===== src/verilog/seq_pkg.sv =====
/*
  Shared sizes and types of the vector instruction sequencer.
  Four functional units, 8 instruction IDs and 32 vector registers.
  CNT_W must be wide enough to hold the largest queue depth.
  Field order inside the structs is fixed because the testbench builds
  and reads these words bit by bit.
*/
package seq_pkg;

  ////////////////////////////////////////////////////////////////////////////
  // Sizes
  ////////////////////////////////////////////////////////////////////////////

  // Instructions in flight at once
  localparam int unsigned NR_VINSN = 8;
  // Architectural vector registers
  localparam int unsigned NR_VREGS = 32;
  // ALU, MUL, LOAD, STORE
  localparam int unsigned NR_UNITS = 4;
  // Occupancy counter width
  localparam int unsigned CNT_W = 3;

  typedef logic [$clog2(NR_VINSN)-1:0] vid_t;
  typedef logic [$clog2(NR_VREGS)-1:0] vreg_t;
  // One bit per instruction ID
  typedef logic [NR_VINSN-1:0] vinsn_vec_t;

  // Functional units, also the index of each unit tracker
  typedef enum logic [1:0] {
    UNIT_ALU   = 2'd0,
    UNIT_MUL   = 2'd1,
    UNIT_LOAD  = 2'd2,
    UNIT_STORE = 2'd3
  } unit_e;

  // Queue depth per unit, slice 0 is the ALU
  localparam logic [NR_UNITS-1:0][CNT_W-1:0] UNIT_DEPTH = {3'd2, 3'd2, 3'd2, 3'd4};

  ////////////////////////////////////////////////////////////////////////////
  // Request and bookkeeping structs
  ////////////////////////////////////////////////////////////////////////////

  // Request from the dispatcher
  typedef struct packed {
    unit_e unit;
    vreg_t vd;
    vreg_t vs1;
    vreg_t vs2;
    logic  use_vd;
    logic  use_vs1;
    logic  use_vs2;
  } vreq_t;

  // Request issued to the processing elements
  typedef struct packed {
    vid_t       id;
    unit_e      unit;
    vreg_t      vd;
    vreg_t      vs1;
    vreg_t      vs2;
    logic       use_vd;
    logic       use_vs1;
    logic       use_vs2;
    vinsn_vec_t hazard_vs1;
    vinsn_vec_t hazard_vs2;
    vinsn_vec_t hazard_vd;
  } pe_req_t;

  // Reader or writer of one vector register
  typedef struct packed {
    vid_t vid;
    logic valid;
  } vreg_access_t;

  // Completion report, also used for the allocation pulse
  typedef struct packed {
    logic valid;
    vid_t id;
  } unit_done_t;

endpackage


===== src/verilog/issue_ctrl.sv =====
/*
  Issue stage of the sequencer. One request is taken at a time and gets
  the lowest free instruction ID. Register-list entries arrive unmasked
  and are filtered here with the running vector.
  Only one issued request is held. While it is stalled by the PEs no
  new request is accepted, so the held word never changes.
*/
module issue_ctrl import seq_pkg::*; (
  input  logic                clk_i,
  input  logic                rst_ni,
  // Dispatcher side
  input  vreq_t               vreq_i,
  input  logic                vreq_valid_i,
  output logic                vreq_ready_o,
  // Unit and ID status
  input  logic [NR_UNITS-1:0] unit_room_i,
  input  vinsn_vec_t          vinsn_running_i,
  // Register-list lookups for the current request
  input  vreg_access_t        wr_vd_i,
  input  vreg_access_t        wr_vs1_i,
  input  vreg_access_t        wr_vs2_i,
  input  vreg_access_t        rd_vd_i,
  // PE side
  input  logic                pe_req_ready_i,
  output pe_req_t             pe_req_o,
  output logic                pe_req_valid_o,
  // Allocation towards trackers and hazard table
  output unit_e               acc_unit_o,
  output unit_done_t          alloc_o,
  output vinsn_vec_t          row_o
);

  // One-hot of a list entry, only if it is used and still running
  function automatic vinsn_vec_t entry_vec(vreg_access_t entry, logic use_en,
                                           vinsn_vec_t running);
    vinsn_vec_t vec;
    vec = '0;
    if (use_en && entry.valid && running[entry.vid]) begin
      vec[entry.vid] = 1'b1;
    end
    return vec;
  endfunction

  vid_t       free_id;
  logic       id_free;
  logic       pe_stall;
  logic       accept;
  vinsn_vec_t war_vec;
  vinsn_vec_t haz_vs1;
  vinsn_vec_t haz_vs2;
  vinsn_vec_t haz_vd;
  pe_req_t    pe_req_d;
  pe_req_t    pe_req_q;
  logic       pe_req_valid_q;

  ////////////////////////////////////////////////////////////////////////////
  // ID allocation
  ////////////////////////////////////////////////////////////////////////////

  // Priority encoder, lowest free ID wins
  always_comb begin : p_free_id
    free_id = '0;
    id_free = 1'b0;
    for (int i = NR_VINSN - 1; i >= 0; i--) begin
      if (!vinsn_running_i[i]) begin
        free_id = vid_t'(i);
        id_free = 1'b1;
      end
    end
  end

  ////////////////////////////////////////////////////////////////////////////
  // Hazard lookup
  ////////////////////////////////////////////////////////////////////////////

  // WAR, new vd is read by a running instruction
  assign war_vec = entry_vec(rd_vd_i, vreq_i.use_vd, vinsn_running_i);

  // RAW on the sources, WAR folded into both
  assign haz_vs1 = entry_vec(wr_vs1_i, vreq_i.use_vs1, vinsn_running_i) | war_vec;
  assign haz_vs2 = entry_vec(wr_vs2_i, vreq_i.use_vs2, vinsn_running_i) | war_vec;
  // WAW
  assign haz_vd  = entry_vec(wr_vd_i, vreq_i.use_vd, vinsn_running_i);

  // Row of the global table for this ID
  assign row_o = haz_vs1 | haz_vs2 | haz_vd;

  ////////////////////////////////////////////////////////////////////////////
  // Handshake and issue register
  ////////////////////////////////////////////////////////////////////////////

  // Held request not taken by the PEs yet
  assign pe_stall = pe_req_valid_q & ~pe_req_ready_i;

  assign vreq_ready_o = id_free & unit_room_i[vreq_i.unit] & ~pe_stall;
  assign accept       = vreq_valid_i & vreq_ready_o;

  assign acc_unit_o = vreq_i.unit;
  assign alloc_o    = '{valid: accept, id: free_id};

  assign pe_req_d = '{
    id        : free_id,
    unit      : vreq_i.unit,
    vd        : vreq_i.vd,
    vs1       : vreq_i.vs1,
    vs2       : vreq_i.vs2,
    use_vd    : vreq_i.use_vd,
    use_vs1   : vreq_i.use_vs1,
    use_vs2   : vreq_i.use_vs2,
    hazard_vs1: haz_vs1,
    hazard_vs2: haz_vs2,
    hazard_vd : haz_vd
  };

  // Payload only moves on accept, which never happens during a stall
  always_ff @(posedge clk_i) begin : p_pe_req
    if (accept) begin
      pe_req_q <= pe_req_d;
    end
  end

  always_ff @(posedge clk_i or negedge rst_ni) begin : p_pe_req_valid
    if (!rst_ni) begin
      pe_req_valid_q <= 1'b0;
    end else if (!pe_stall) begin
      pe_req_valid_q <= accept;
    end
  end

  assign pe_req_o       = pe_req_q;
  assign pe_req_valid_o = pe_req_valid_q;

endmodule


===== src/verilog/reg_scoreboard.sv =====
/*
  Per-register reader and writer lists. Each register remembers only
  its last writer and its last reader.
  Entries of finished IDs are dropped one cycle after the running bit
  falls. Lookups return raw entries, the consumer masks them with the
  running vector itself.
*/
module reg_scoreboard import seq_pkg::*; (
  input  logic         clk_i,
  input  logic         rst_ni,
  // Current request and its allocation
  input  vreq_t        vreq_i,
  input  logic         accept_i,
  input  vid_t         vid_i,
  input  vinsn_vec_t   vinsn_running_i,
  // Lookups for the current request
  output vreg_access_t wr_vd_o,
  output vreg_access_t wr_vs1_o,
  output vreg_access_t wr_vs2_o,
  output vreg_access_t rd_vd_o
);

  vreg_access_t [NR_VREGS-1:0] writer_d;
  vreg_access_t [NR_VREGS-1:0] writer_q;
  vreg_access_t [NR_VREGS-1:0] reader_d;
  vreg_access_t [NR_VREGS-1:0] reader_q;

  ////////////////////////////////////////////////////////////////////////////
  // List update
  ////////////////////////////////////////////////////////////////////////////

  always_comb begin : p_lists
    writer_d = writer_q;
    reader_d = reader_q;

    // Retire entries whose instruction is gone
    for (int unsigned r = 0; r < NR_VREGS; r++) begin
      writer_d[r].valid = writer_q[r].valid & vinsn_running_i[writer_q[r].vid];
      reader_d[r].valid = reader_q[r].valid & vinsn_running_i[reader_q[r].vid];
    end

    // New instruction overrides retirement on the same register
    if (accept_i) begin
      if (vreq_i.use_vd) begin
        writer_d[vreq_i.vd] = '{vid: vid_i, valid: 1'b1};
      end
      if (vreq_i.use_vs1) begin
        reader_d[vreq_i.vs1] = '{vid: vid_i, valid: 1'b1};
      end
      if (vreq_i.use_vs2) begin
        reader_d[vreq_i.vs2] = '{vid: vid_i, valid: 1'b1};
      end
    end
  end

  always_ff @(posedge clk_i or negedge rst_ni) begin : p_lists_ff
    if (!rst_ni) begin
      writer_q <= '0;
      reader_q <= '0;
    end else begin
      writer_q <= writer_d;
      reader_q <= reader_d;
    end
  end

  ////////////////////////////////////////////////////////////////////////////
  // Lookup
  ////////////////////////////////////////////////////////////////////////////

  // RAW sources and WAW target
  assign wr_vd_o  = writer_q[vreq_i.vd];
  assign wr_vs1_o = writer_q[vreq_i.vs1];
  assign wr_vs2_o = writer_q[vreq_i.vs2];
  // WAR target
  assign rd_vd_o  = reader_q[vreq_i.vd];

endmodule


===== src/verilog/unit_tracker.sv =====
/*
  Occupancy counter and running-ID mask of one functional unit.
  UNIT_IDX selects the unit and its queue depth.
  A done report is trusted to name an ID that runs on this unit.
*/
module unit_tracker import seq_pkg::*; #(
  parameter int unsigned UNIT_IDX = 0
) (
  input  logic       clk_i,
  input  logic       rst_ni,
  // Allocation broadcast from the issue stage
  input  unit_e      acc_unit_i,
  input  unit_done_t alloc_i,
  // Completion from this unit
  input  unit_done_t done_i,
  output logic       room_o,
  output vinsn_vec_t running_o
);

  logic [CNT_W-1:0] cnt_d;
  logic [CNT_W-1:0] cnt_q;
  vinsn_vec_t       running_d;
  vinsn_vec_t       running_q;
  logic             cnt_up;
  logic             cnt_down;

  // Allocation only counts when it targets this unit
  assign cnt_up   = alloc_i.valid & (acc_unit_i == unit_e'(UNIT_IDX));
  assign cnt_down = done_i.valid;

  always_comb begin : p_next
    // Up and down together leave the count alone
    case ({cnt_up, cnt_down})
      2'b10:   cnt_d = cnt_q + 1'b1;
      2'b01:   cnt_d = cnt_q - 1'b1;
      default: cnt_d = cnt_q;
    endcase

    running_d = running_q;
    if (cnt_down) begin
      running_d[done_i.id] = 1'b0;
    end
    // A fresh ID is never the one finishing
    if (cnt_up) begin
      running_d[alloc_i.id] = 1'b1;
    end
  end

  always_ff @(posedge clk_i or negedge rst_ni) begin : p_state
    if (!rst_ni) begin
      cnt_q     <= '0;
      running_q <= '0;
    end else begin
      cnt_q     <= cnt_d;
      running_q <= running_d;
    end
  end

  assign room_o    = cnt_q < UNIT_DEPTH[UNIT_IDX];
  assign running_o = running_q;

endmodule


===== src/verilog/hazard_table.sv =====
/*
  Global hazard table for the operand requesters. Row N lists the
  running IDs that instruction N waits on.
  Rows are only cleaned by the running vector, so the row of a finished
  ID keeps whatever bits still run until it is reallocated.
  Idle comes from registered unit masks only.
*/
module hazard_table import seq_pkg::*; (
  input  logic                         clk_i,
  input  logic                         rst_ni,
  input  vinsn_vec_t [NR_UNITS-1:0]    unit_running_i,
  // New row and its ID
  input  unit_done_t                   alloc_i,
  input  vinsn_vec_t                   row_i,
  output vinsn_vec_t                   vinsn_running_o,
  output vinsn_vec_t [NR_VINSN-1:0]    hazard_table_o,
  output logic                         idle_o
);

  vinsn_vec_t                vinsn_running;
  vinsn_vec_t [NR_VINSN-1:0] hz_table_d;
  vinsn_vec_t [NR_VINSN-1:0] hz_table_q;

  // An ID runs if any unit holds it
  always_comb begin : p_running
    vinsn_running = '0;
    for (int unsigned u = 0; u < NR_UNITS; u++) begin
      vinsn_running |= unit_running_i[u];
    end
  end

  always_comb begin : p_table
    // Drop finished dependencies
    for (int unsigned i = 0; i < NR_VINSN; i++) begin
      hz_table_d[i] = hz_table_q[i] & vinsn_running;
    end
    // Row of the newly issued ID
    if (alloc_i.valid) begin
      hz_table_d[alloc_i.id] = row_i;
    end
  end

  always_ff @(posedge clk_i or negedge rst_ni) begin : p_table_ff
    if (!rst_ni) begin
      hz_table_q <= '0;
    end else begin
      hz_table_q <= hz_table_d;
    end
  end

  assign vinsn_running_o = vinsn_running;
  assign hazard_table_o  = hz_table_q;
  assign idle_o          = ~|vinsn_running;

endmodule


===== src/verilog/vseq_top.sv =====
/*
  Top level of the vector instruction sequencer.
  Request in, registered PE request out one cycle after acceptance.
  One completion report per unit per cycle, each naming an ID that is
  running on that unit.
*/
module vseq_top import seq_pkg::*; (
  input  logic                         clk_i,
  input  logic                         rst_ni,
  // Dispatcher
  input  vreq_t                        vreq_i,
  input  logic                         vreq_valid_i,
  output logic                         vreq_ready_o,
  // Processing elements
  output pe_req_t                      pe_req_o,
  output logic                         pe_req_valid_o,
  input  logic                         pe_req_ready_i,
  input  unit_done_t [NR_UNITS-1:0]    unit_done_i,
  // Operand requesters
  output vinsn_vec_t [NR_VINSN-1:0]    hazard_table_o,
  output logic                         idle_o
);

  unit_e                     acc_unit;
  unit_done_t                alloc;
  vinsn_vec_t                row;
  vinsn_vec_t                vinsn_running;
  logic       [NR_UNITS-1:0] unit_room;
  vinsn_vec_t [NR_UNITS-1:0] unit_running;
  vreg_access_t              wr_vd;
  vreg_access_t              wr_vs1;
  vreg_access_t              wr_vs2;
  vreg_access_t              rd_vd;

  ////////////////////////////////////////////////////////////////////////////
  // Issue and register lists
  ////////////////////////////////////////////////////////////////////////////

  issue_ctrl i_issue_ctrl (
    .clk_i          (clk_i),
    .rst_ni         (rst_ni),
    .vreq_i         (vreq_i),
    .vreq_valid_i   (vreq_valid_i),
    .vreq_ready_o   (vreq_ready_o),
    .unit_room_i    (unit_room),
    .vinsn_running_i(vinsn_running),
    .wr_vd_i        (wr_vd),
    .wr_vs1_i       (wr_vs1),
    .wr_vs2_i       (wr_vs2),
    .rd_vd_i        (rd_vd),
    .pe_req_ready_i (pe_req_ready_i),
    .pe_req_o       (pe_req_o),
    .pe_req_valid_o (pe_req_valid_o),
    .acc_unit_o     (acc_unit),
    .alloc_o        (alloc),
    .row_o          (row)
  );

  reg_scoreboard i_reg_scoreboard (
    .clk_i          (clk_i),
    .rst_ni         (rst_ni),
    .vreq_i         (vreq_i),
    .accept_i       (alloc.valid),
    .vid_i          (alloc.id),
    .vinsn_running_i(vinsn_running),
    .wr_vd_o        (wr_vd),
    .wr_vs1_o       (wr_vs1),
    .wr_vs2_o       (wr_vs2),
    .rd_vd_o        (rd_vd)
  );

  ////////////////////////////////////////////////////////////////////////////
  // Unit trackers and hazard table
  ////////////////////////////////////////////////////////////////////////////

  // Index matches the unit_e encoding
  for (genvar u = 0; u < NR_UNITS; u++) begin : gen_unit
    unit_tracker #(
      .UNIT_IDX(u)
    ) i_unit_tracker (
      .clk_i     (clk_i),
      .rst_ni    (rst_ni),
      .acc_unit_i(acc_unit),
      .alloc_i   (alloc),
      .done_i    (unit_done_i[u]),
      .room_o    (unit_room[u]),
      .running_o (unit_running[u])
    );
  end

  hazard_table i_hazard_table (
    .clk_i          (clk_i),
    .rst_ni         (rst_ni),
    .unit_running_i (unit_running),
    .alloc_i        (alloc),
    .row_i          (row),
    .vinsn_running_o(vinsn_running),
    .hazard_table_o (hazard_table_o),
    .idle_o         (idle_o)
  );

endmodule


===== config.mk =====
export PLATFORM = sky130hd
export DESIGN_NAME = vseq_top
export DESIGN_NICKNAME = d
export VERILOG_FILES = /design/src/verilog/seq_pkg.sv /design/src/verilog/issue_ctrl.sv /design/src/verilog/reg_scoreboard.sv /design/src/verilog/unit_tracker.sv /design/src/verilog/hazard_table.sv /design/src/verilog/vseq_top.sv
export SDC_FILE = /design/constraint.sdc
export NUM_CORES = 1
export LEC_CHECK = 0
export ABC_AREA = 1
export BUFFER_PORTS_ARGS = -buffer_cell sky130_fd_sc_hd__buf_2
export CORE_ASPECT_RATIO = 0.6
export CORE_UTILIZATION = 60
export CTS_BUF_LIST = sky130_fd_sc_hd__clkbuf_2
export DETAILED_ROUTE_END_ITERATION = 12
export PLACE_DENSITY_LB_ADDON = 0.15
export RECOVER_POWER = 100
export SETUP_SLACK_MARGIN = 0.4
export SYNTH_ARGS = -nofsm -noshare
export SYNTH_HDL_FRONTEND = slang
export SYNTH_HIERARCHICAL = 1
export SYNTH_SLANG_ARGS = --single-unit

===== constraint.sdc =====
create_clock -name clk_i -period 8.43 [get_ports clk_i]
set_input_delay 0.4215 -clock clk_i [delete_from_list [all_inputs] [get_ports clk_i]]
set_output_delay 0.4215 -clock clk_i [all_outputs]
set_load 0.05 [all_outputs]

==> metrics.csv, run 1 <==
metric,value,unit
p_per_area,272,nW/um^2
grt-ovfl-total,0,
synth_edf_count,47,
start_kind,input pin,
grt_pass1_vias,25800,
pwr-share-comb,0.465,
io_pins,154,
p_int,3.71,mW
finalNonFillerCells,4975,
multi_input_area,14600,um^2
path_clk_slew,110,ps
synth_top_cells_by_count,"nand2_1, dfrtp_1, o21ai_0",
p_sw,4.16,mW
gp_congestion,1.01,
io_buffers,153,
drc,0,
drt-vias-per-instance,6.00,
dp_hpwl,63.8,mm
worstHoldEndpoint,i_issue_ctrl/pe_req_o[32]$_DFFE_PP_,
antenna_found_initial,1,
critPathCaptureType,register,
fin_util,0.645,
wl_met2,37.3,mm
cts_root_buffer,clkbuf_2,
die_h,167,um
placeableCoreArea,44900,um^2
rr_worst_depth,13,
whs,191,ps
cp_top_family,buffers and inverters,
r2r_end,i_reg_scoreboard/reader_q[45]$_DFFE_PN0P_,
insertion_delay,1130,ps
synth.most_common_cell,nand2_1,
synth.net_count,4284,
grt_pass1_wl,153,mm
grtUsageTotal,0.426,
synth_top_area_share,0.334,
grt_max_degree,173,
ant_nets,0,
avgSynthCellArea,6.45,um^2
timing.final.crit_share,0.752,
p_seq_frac,0.364,
wl_met3,17.2,mm
crit_path_max_fanout,55,
fp.dieW,277,um
synth.area.top_cells,"dfrtp_1, nand2_1, o21ai_0, nand3_1, edfxtp_1",
setup_tns,0,ps
crit_required,9330,ps
max_cap_violations,16,
min_from,vreq_i[8],
leakage,14.4,nW
synth.cell_area,27300,um^2
path_class,input pin to register,
finalHoldViolCount,0,
start_util,0.609,
cts_buffers,99,
slew_headroom,-1.94,
drt-met1-wl,42.4,mm
r2r_slack,2300,ps
cts_max_path_buffers,3,
fillCellCount,4243,
highest_layer,met5,
ys_ff_latch,412,
arrival,7240,ps
status,finished with violations,
ys_warn_count,6,
worstHoldPathType,input pin to register,
setup_viol,0,
fin_nets,4357,
netlist_instances,4236,
dieArea,46400,um^2
cp_slowest_cell,clkbuf_1,
peakVddDrop,0.293,mV
p_sw_frac,0.528,
rsz0062_at_grt,no,
dp.cells,4745,
violations,"capacitance limit, slew limit",
synth-seq-area-share,0.386,
wl,100,mm
r2r_start,gen_unit[2].i_unit_tracker/running_o[3]$_DFF_PN0_,
post_cts_buffers,0,
htree_num_levels,3,
cp_num_buf_inv,6,
critPathMaxStageDelay,1960,ps
fmax,158,MHz
clkSinkCount,412,
cpMostUsedCell,nand2_1,
fin_crit,6340,ps
hold-path-cell-count,2,
seq_area,10500,um^2
path_cells,buf_4 -> clkbuf_1 -> clkbuf_1 -> nand2_1 -> nand2_1 -> nand2_1 -> nand2_1 -> nand2_1 -> nand2_1 -> nor2_1 -> nand2_1 -> inv_6 -> nand2_1 -> nand2_1 -> nand2_1 -> nand2_1 -> nand2_1 -> nand2_2 -> nand3_1 -> nand2_1 -> inv_1 -> nand2_2 -> inv_1 -> o21ai_0,
cts_resized,0,
yosys.area.top_type,dfrtp_1,
async_flop_share,0.886,
syn2layout_area_growth,5.98,%
wl_per_cell,20.2,um
total_power,7.87,mW
drt_iter0_drc,4604,
cts_tree,yes,
rows,60,
worst_slew_pin_slew,4410,ps
drt_pre_antenna_iters,7,
postCtsHoldBufs,52,
slew_viol_final,808,
fin_skew,107,ps
drive_gt1_frac,0.0659,
vias,29800,
ys_types,36,
clkPwrFrac,0.171,
synthFlopType,dfrtp_1,
==> cells in the final DEF (no fill, tap or decap), types with 2 or more instances in the layout <==
cell           Yosys  layout
nor2_2             4       5
nand3_1          294     294
nand2_1         2141    2158
inv_4              1       2
nand2_4            0       4
inv_2             25      24
ha_1               4       4
nand4_1           10      10
nor3_2             5       5
clkinv_1           0      25
clkbuf_2           6     148
dlygate4sd3_1      0      51
buf_4              3      30
nor3_4             3       3
clkinv_2           0       4
o21ai_2           37      13
clkbuf_1         163     144
o22ai_1            8       8
inv_6              3       3
inv_1            173     171
o211ai_1         129     129
nor2_1            94      96
o21ai_0          295     357
nor3_1            52      52
a21oi_1          124     124
dfrtp_1          365     365
nand2_2           42      21
fa_1               4       4
nand3b_1          28      28
o21ai_1           62      24
xnor2_1            4       4
buf_2             53      21
edfxtp_1          47      47
==> cell families (layout without fill, tap and decap cells) <==
| kind of cell | Yosys count | in the layout | synth area share |
|---|---|---|---|
| simple gates | 2678 | 2678 | 0.397 |
| compound gates | 657 | 657 | 0.138 |
| buf+inv | 477 | 626 | 0.0729 |
| flops | 412 | 412 | 0.386 |
| fa+ha+maj | 8 | 8 | 0.00476 |
| xor+xnor | 4 | 4 | 0.00128 |
| other cells | 0 | 1 | 0 |
==> metrics by stage <==
step | area, um^2 | setup slack (ps)
2_1_floorplan | 27300 | 3660
3_3_place_gp | 28000 | 3970
3_5_place_dp | 28000 | 3890
4_1_cts | 29400 | 4100
5_1_grt | 29000 | 1950
6_report | 29000 | 2090
==> per-layer routing <==
layer / up-vias / global-route usage
met4: 6 / 0.132
met1: 13400 / 0.651
met5: - / 0.0390
met2: 2365 / 0.529
met3: 264 / 0.172
li1: 13800 / -
==> how the worst max path moves through the flow <==
| stage | endpoint | from | slack [ps] | depth (start not counted) |
|---|---|---|---|---|
| 2_1_floorplan | gen_unit[1].i_unit_tracker/cnt_q[2]$_DFFE_PN0P_ | gen_unit[2].i_unit_tracker/running_o[1]$_DFF_PN0_ | 3660 | 17 |
| 3_3_place_gp | i_hazard_table/hazard_table_o[63]$_DFF_PN0_ | vreq_i[13] | 3970 | 24 |
| 3_5_place_dp | i_hazard_table/hazard_table_o[24]$_DFF_PN0_ | vreq_i[13] | 3890 | 24 |
| 4_1_cts | i_reg_scoreboard/reader_q[65]$_DFFE_PN0P_ | gen_unit[2].i_unit_tracker/running_o[3]$_DFF_PN0_ | 4100 | 13 |
| 5_1_grt | i_hazard_table/hazard_table_o[56]$_DFF_PN0_ | vreq_i[13] | 1950 | 24 |
| 6_report | i_hazard_table/hazard_table_o[15]$_DFF_PN0_ | vreq_i[13] | 2090 | 24 |
==> final cells by class <==
cell class	instances	share of cell area
Tap cell	589	0.0255
Antenna cell	1	0.0000864
Inverter	202	0.0270
Clock buffer	147	0.0254
Multi-Input combinational cell	3347	0.506
Timing Repair Buffer	247	0.0479
Sequential cell	412	0.364
Clock inverter	30	0.00428
==> sequential cells by signal, summed over array words and instances, names as in the netlist <==
signal                             flops
gen_unit.i_unit_tracker/running_o     32
i_issue_ctrl/pe_req_o                 47
gen_unit.i_unit_tracker/cnt_q         12
i_issue_ctrl/pe_req_valid_o            1
i_reg_scoreboard/reader_q            128
i_hazard_table/hazard_table_o         64
i_reg_scoreboard/writer_q            128
==> power by group through the flow <==
| stage | sequential [mW] | clock [mW] | combinational (mW) |
|---|---|---|---|
| global placement | 2.86 | 0 | 3.45 |
| global route | 2.92 | 1.46 | 3.95 |
| detailed placement | 2.87 | 0 | 3.51 |
| CTS | 2.83 | 1.36 | 3.54 |
| finish | 2.87 | 1.35 | 3.65 |
| floorplan | 2.64 | 0 | 2.58 |
Power figures use the tool's default switching activity.
==> run 2: changes to the inputs <==
- CORE_UTILIZATION: 60 -> 58
- clock period: 8.43 -> 5.35 ns (I/O delays scaled with it)
==> run 2 against run 1 <==
Net effect:
- sequential share of layout area is 0.50 points lower
- global-route usage down 1.6 points
- non-clock buffer count increased by 25
- clock-buffer cell count did not move
- clock skew shrank 15 ps
- largest power group unchanged
- the run still ends with capacitance limit, slew limit left
- power increased by 59%
==> metrics.csv, run 2 (synthesis gave the netlist of run 1 again) <==
metric,value,unit
worstHoldEndpoint,i_issue_ctrl/pe_req_o[42]$_DFFE_PP_,
p_sw_frac,0.523,
p_sw,6.54,mW
fin_crit,4570,ps
hold-path-cell-count,2,
vias,29900,
path_clk_slew,130,ps
final_common_cell,nand2_1,
max_cap_violations,8,
finalHoldViolCount,0,
wl_met3,17.1,mm
clkSinkCount,412,
drt-vias-per-instance,5.92,
fin_nets,4382,
violations,"capacitance limit, slew limit",
rr_worst_depth,9,
drive_gt1_frac,0.0678,
gp_congestion,1.07,
dp_hpwl,64.0,mm
place_ws,1390,ps
p_seq_frac,0.362,
wl_met2,37.0,mm
drt-met1-wl,42.6,mm
dieArea,48000,um^2
pwr-share-comb,0.460,
setup_viol,0,
drt_iter0_drc,5218,
grt_pass1_vias,25200,
timing.final.crit_share,0.855,
grt_max_degree,172,
fin_ws,776,ps
p_int,5.96,mW
syn2layout_area_growth,7.46,%
cts_max_path_buffers,3,
p_per_area,426,nW/um^2
drt_pre_antenna_iters,7,
start_kind,input pin,
status,finished with violations,
r2r_end,gen_unit[1].i_unit_tracker/running_o[5]$_DFF_PN0_,
cts_buffers,99,
slew_viol_final,346,
mostFrequentLayoutCells,"nand2_1, o21ai_0, dfrtp_1",
cts_tree,yes,
grtUsageTotal,0.410,
crit_path_max_fanout,85,
worstHoldPathType,input pin to register,
fp.dieW,282,um
die_h,170,um
start_util,0.589,
slew_headroom,-0.802,
grt-ovfl-total,0,
cts_root_buffer,clkbuf_2,
highest_layer,met5,
io_pins,154,
ant_nets,0,
r2r_slack,810,ps
path_class,input pin to register,
fin_util,0.633,
grt_pass1_wl,151,mm
insertion_delay,1120,ps
wl_per_cell,19.8,um
clkPwrFrac,0.178,
r2r_start,gen_unit[3].i_unit_tracker/running_o[0]$_DFF_PN0_,
placeableCoreArea,46400,um^2
worst_slew_pin_slew,2700,ps
arrival,5570,ps
io_buffers,153,
whs,119,ps
critPathCaptureType,register,
htree_num_levels,3,
antenna_found_initial,4,
fin_skew,91.8,ps
peakVddDrop,0.509,mV
fmax,219,MHz
min_from,vreq_i[18],
rows,61,
rsz0062_at_grt,no,
leakage,14.6,nW
fillCellCount,4493,
drc,0,
wl,99.6,mm
crit_required,6340,ps
setup_tns,0,ps
[run 2: repair_timing]
| action | 4_1_cts | 5_1_grt |
|---|---|---|
| setup buffers | 0 | 0 |
| endpoints found under the hold margin | 717 | 0 |
| resized for setup | 0 | 0 |
| hold buffers | 74 | 0 |
[run 2: cell type report]
type | count | area [um^2] | area share
Antenna cell | 2 | 5.00 | 0.000170
Clock buffer | 147 | 736 | 0.0251
Clock inverter | 29 | 181 | 0.00618
Inverter | 202 | 782 | 0.0266
Multi-Input combinational cell | 3347 | 14600 | 0.499
Sequential cell | 412 | 10500 | 0.359
Tap cell | 630 | 788 | 0.0269
Timing Repair Buffer | 272 | 1680 | 0.0571
[run 2: per-stage QoR]
step | cell area (um^2) | power (mW) | instances
final | 29400 | 12.5 | 5041
after global routing | 29400 | 13.2 | 5041
after CTS | 29800 | 12.3 | 5039
after detailed placement | 28100 | 9.99 | 4789
after global placement | 28100 | 9.90 | 4789
after floorplan | 27300 | 8.22 | 4236
[run 2: power by group through the flow]
stage	Clock, mW	Combinational [mW]	Sequential, mW
floorplan	0	4.06	4.16
global route	2.41	6.17	4.60
finish	2.23	5.75	4.52
CTS	2.25	5.56	4.46
detailed placement	0	5.47	4.52
global placement	0	5.39	4.50
[run 2: worst max-delay path, stage by stage]
cell,delay (ps)
dlygate4sd3_1,520
clkbuf_1,280
clkbuf_2,1510
o21ai_0,330
nand2_1,130
nand2_1,50
nand2_1,50
nand2_1,140
nor2_1,130
nand2_1,350
inv_6,210
nand2_1,60
nand2_1,80
nand2_1,50
nand2_1,80
nand2_1,50
nand2_1,220
nand3_1,220
nand2_1,120
inv_1,50
nand2_2,50
inv_1,180
o21ai_0,330
[run 2: worst max path at each step]
stage                                                 endpoint  slack, ps                                               from  cells after the start
2_1_floorplan  gen_unit[1].i_unit_tracker/cnt_q[2]$_DFFE_PN0P_        580  gen_unit[2].i_unit_tracker/running_o[1]$_DFF_PN0_                     17
3_3_place_gp         i_reg_scoreboard/writer_q[37]$_DFFE_PN0P_       1540  gen_unit[1].i_unit_tracker/running_o[1]$_DFF_PN0_                     12
3_5_place_dp         i_reg_scoreboard/writer_q[37]$_DFFE_PN0P_       1390  gen_unit[1].i_unit_tracker/running_o[1]$_DFF_PN0_                     12
4_1_cts               i_reg_scoreboard/writer_q[7]$_DFFE_PN0P_       1440  gen_unit[1].i_unit_tracker/running_o[1]$_DFF_PN0_                     12
5_1_grt              i_reg_scoreboard/writer_q[77]$_DFFE_PN0P_        630  gen_unit[1].i_unit_tracker/running_o[0]$_DFF_PN0_                      6
6_report           i_hazard_table/hazard_table_o[28]$_DFF_PN0_        780                                         vreq_i[13]                     23
[run 2: layer usage]
metal | vias up | global-route usage
met5 | - | 0
met4 | 2 | 0.116
met3 | 264 | 0.163
met2 | 2186 | 0.511
met1 | 13500 | 0.633
li1 | 13900 | -
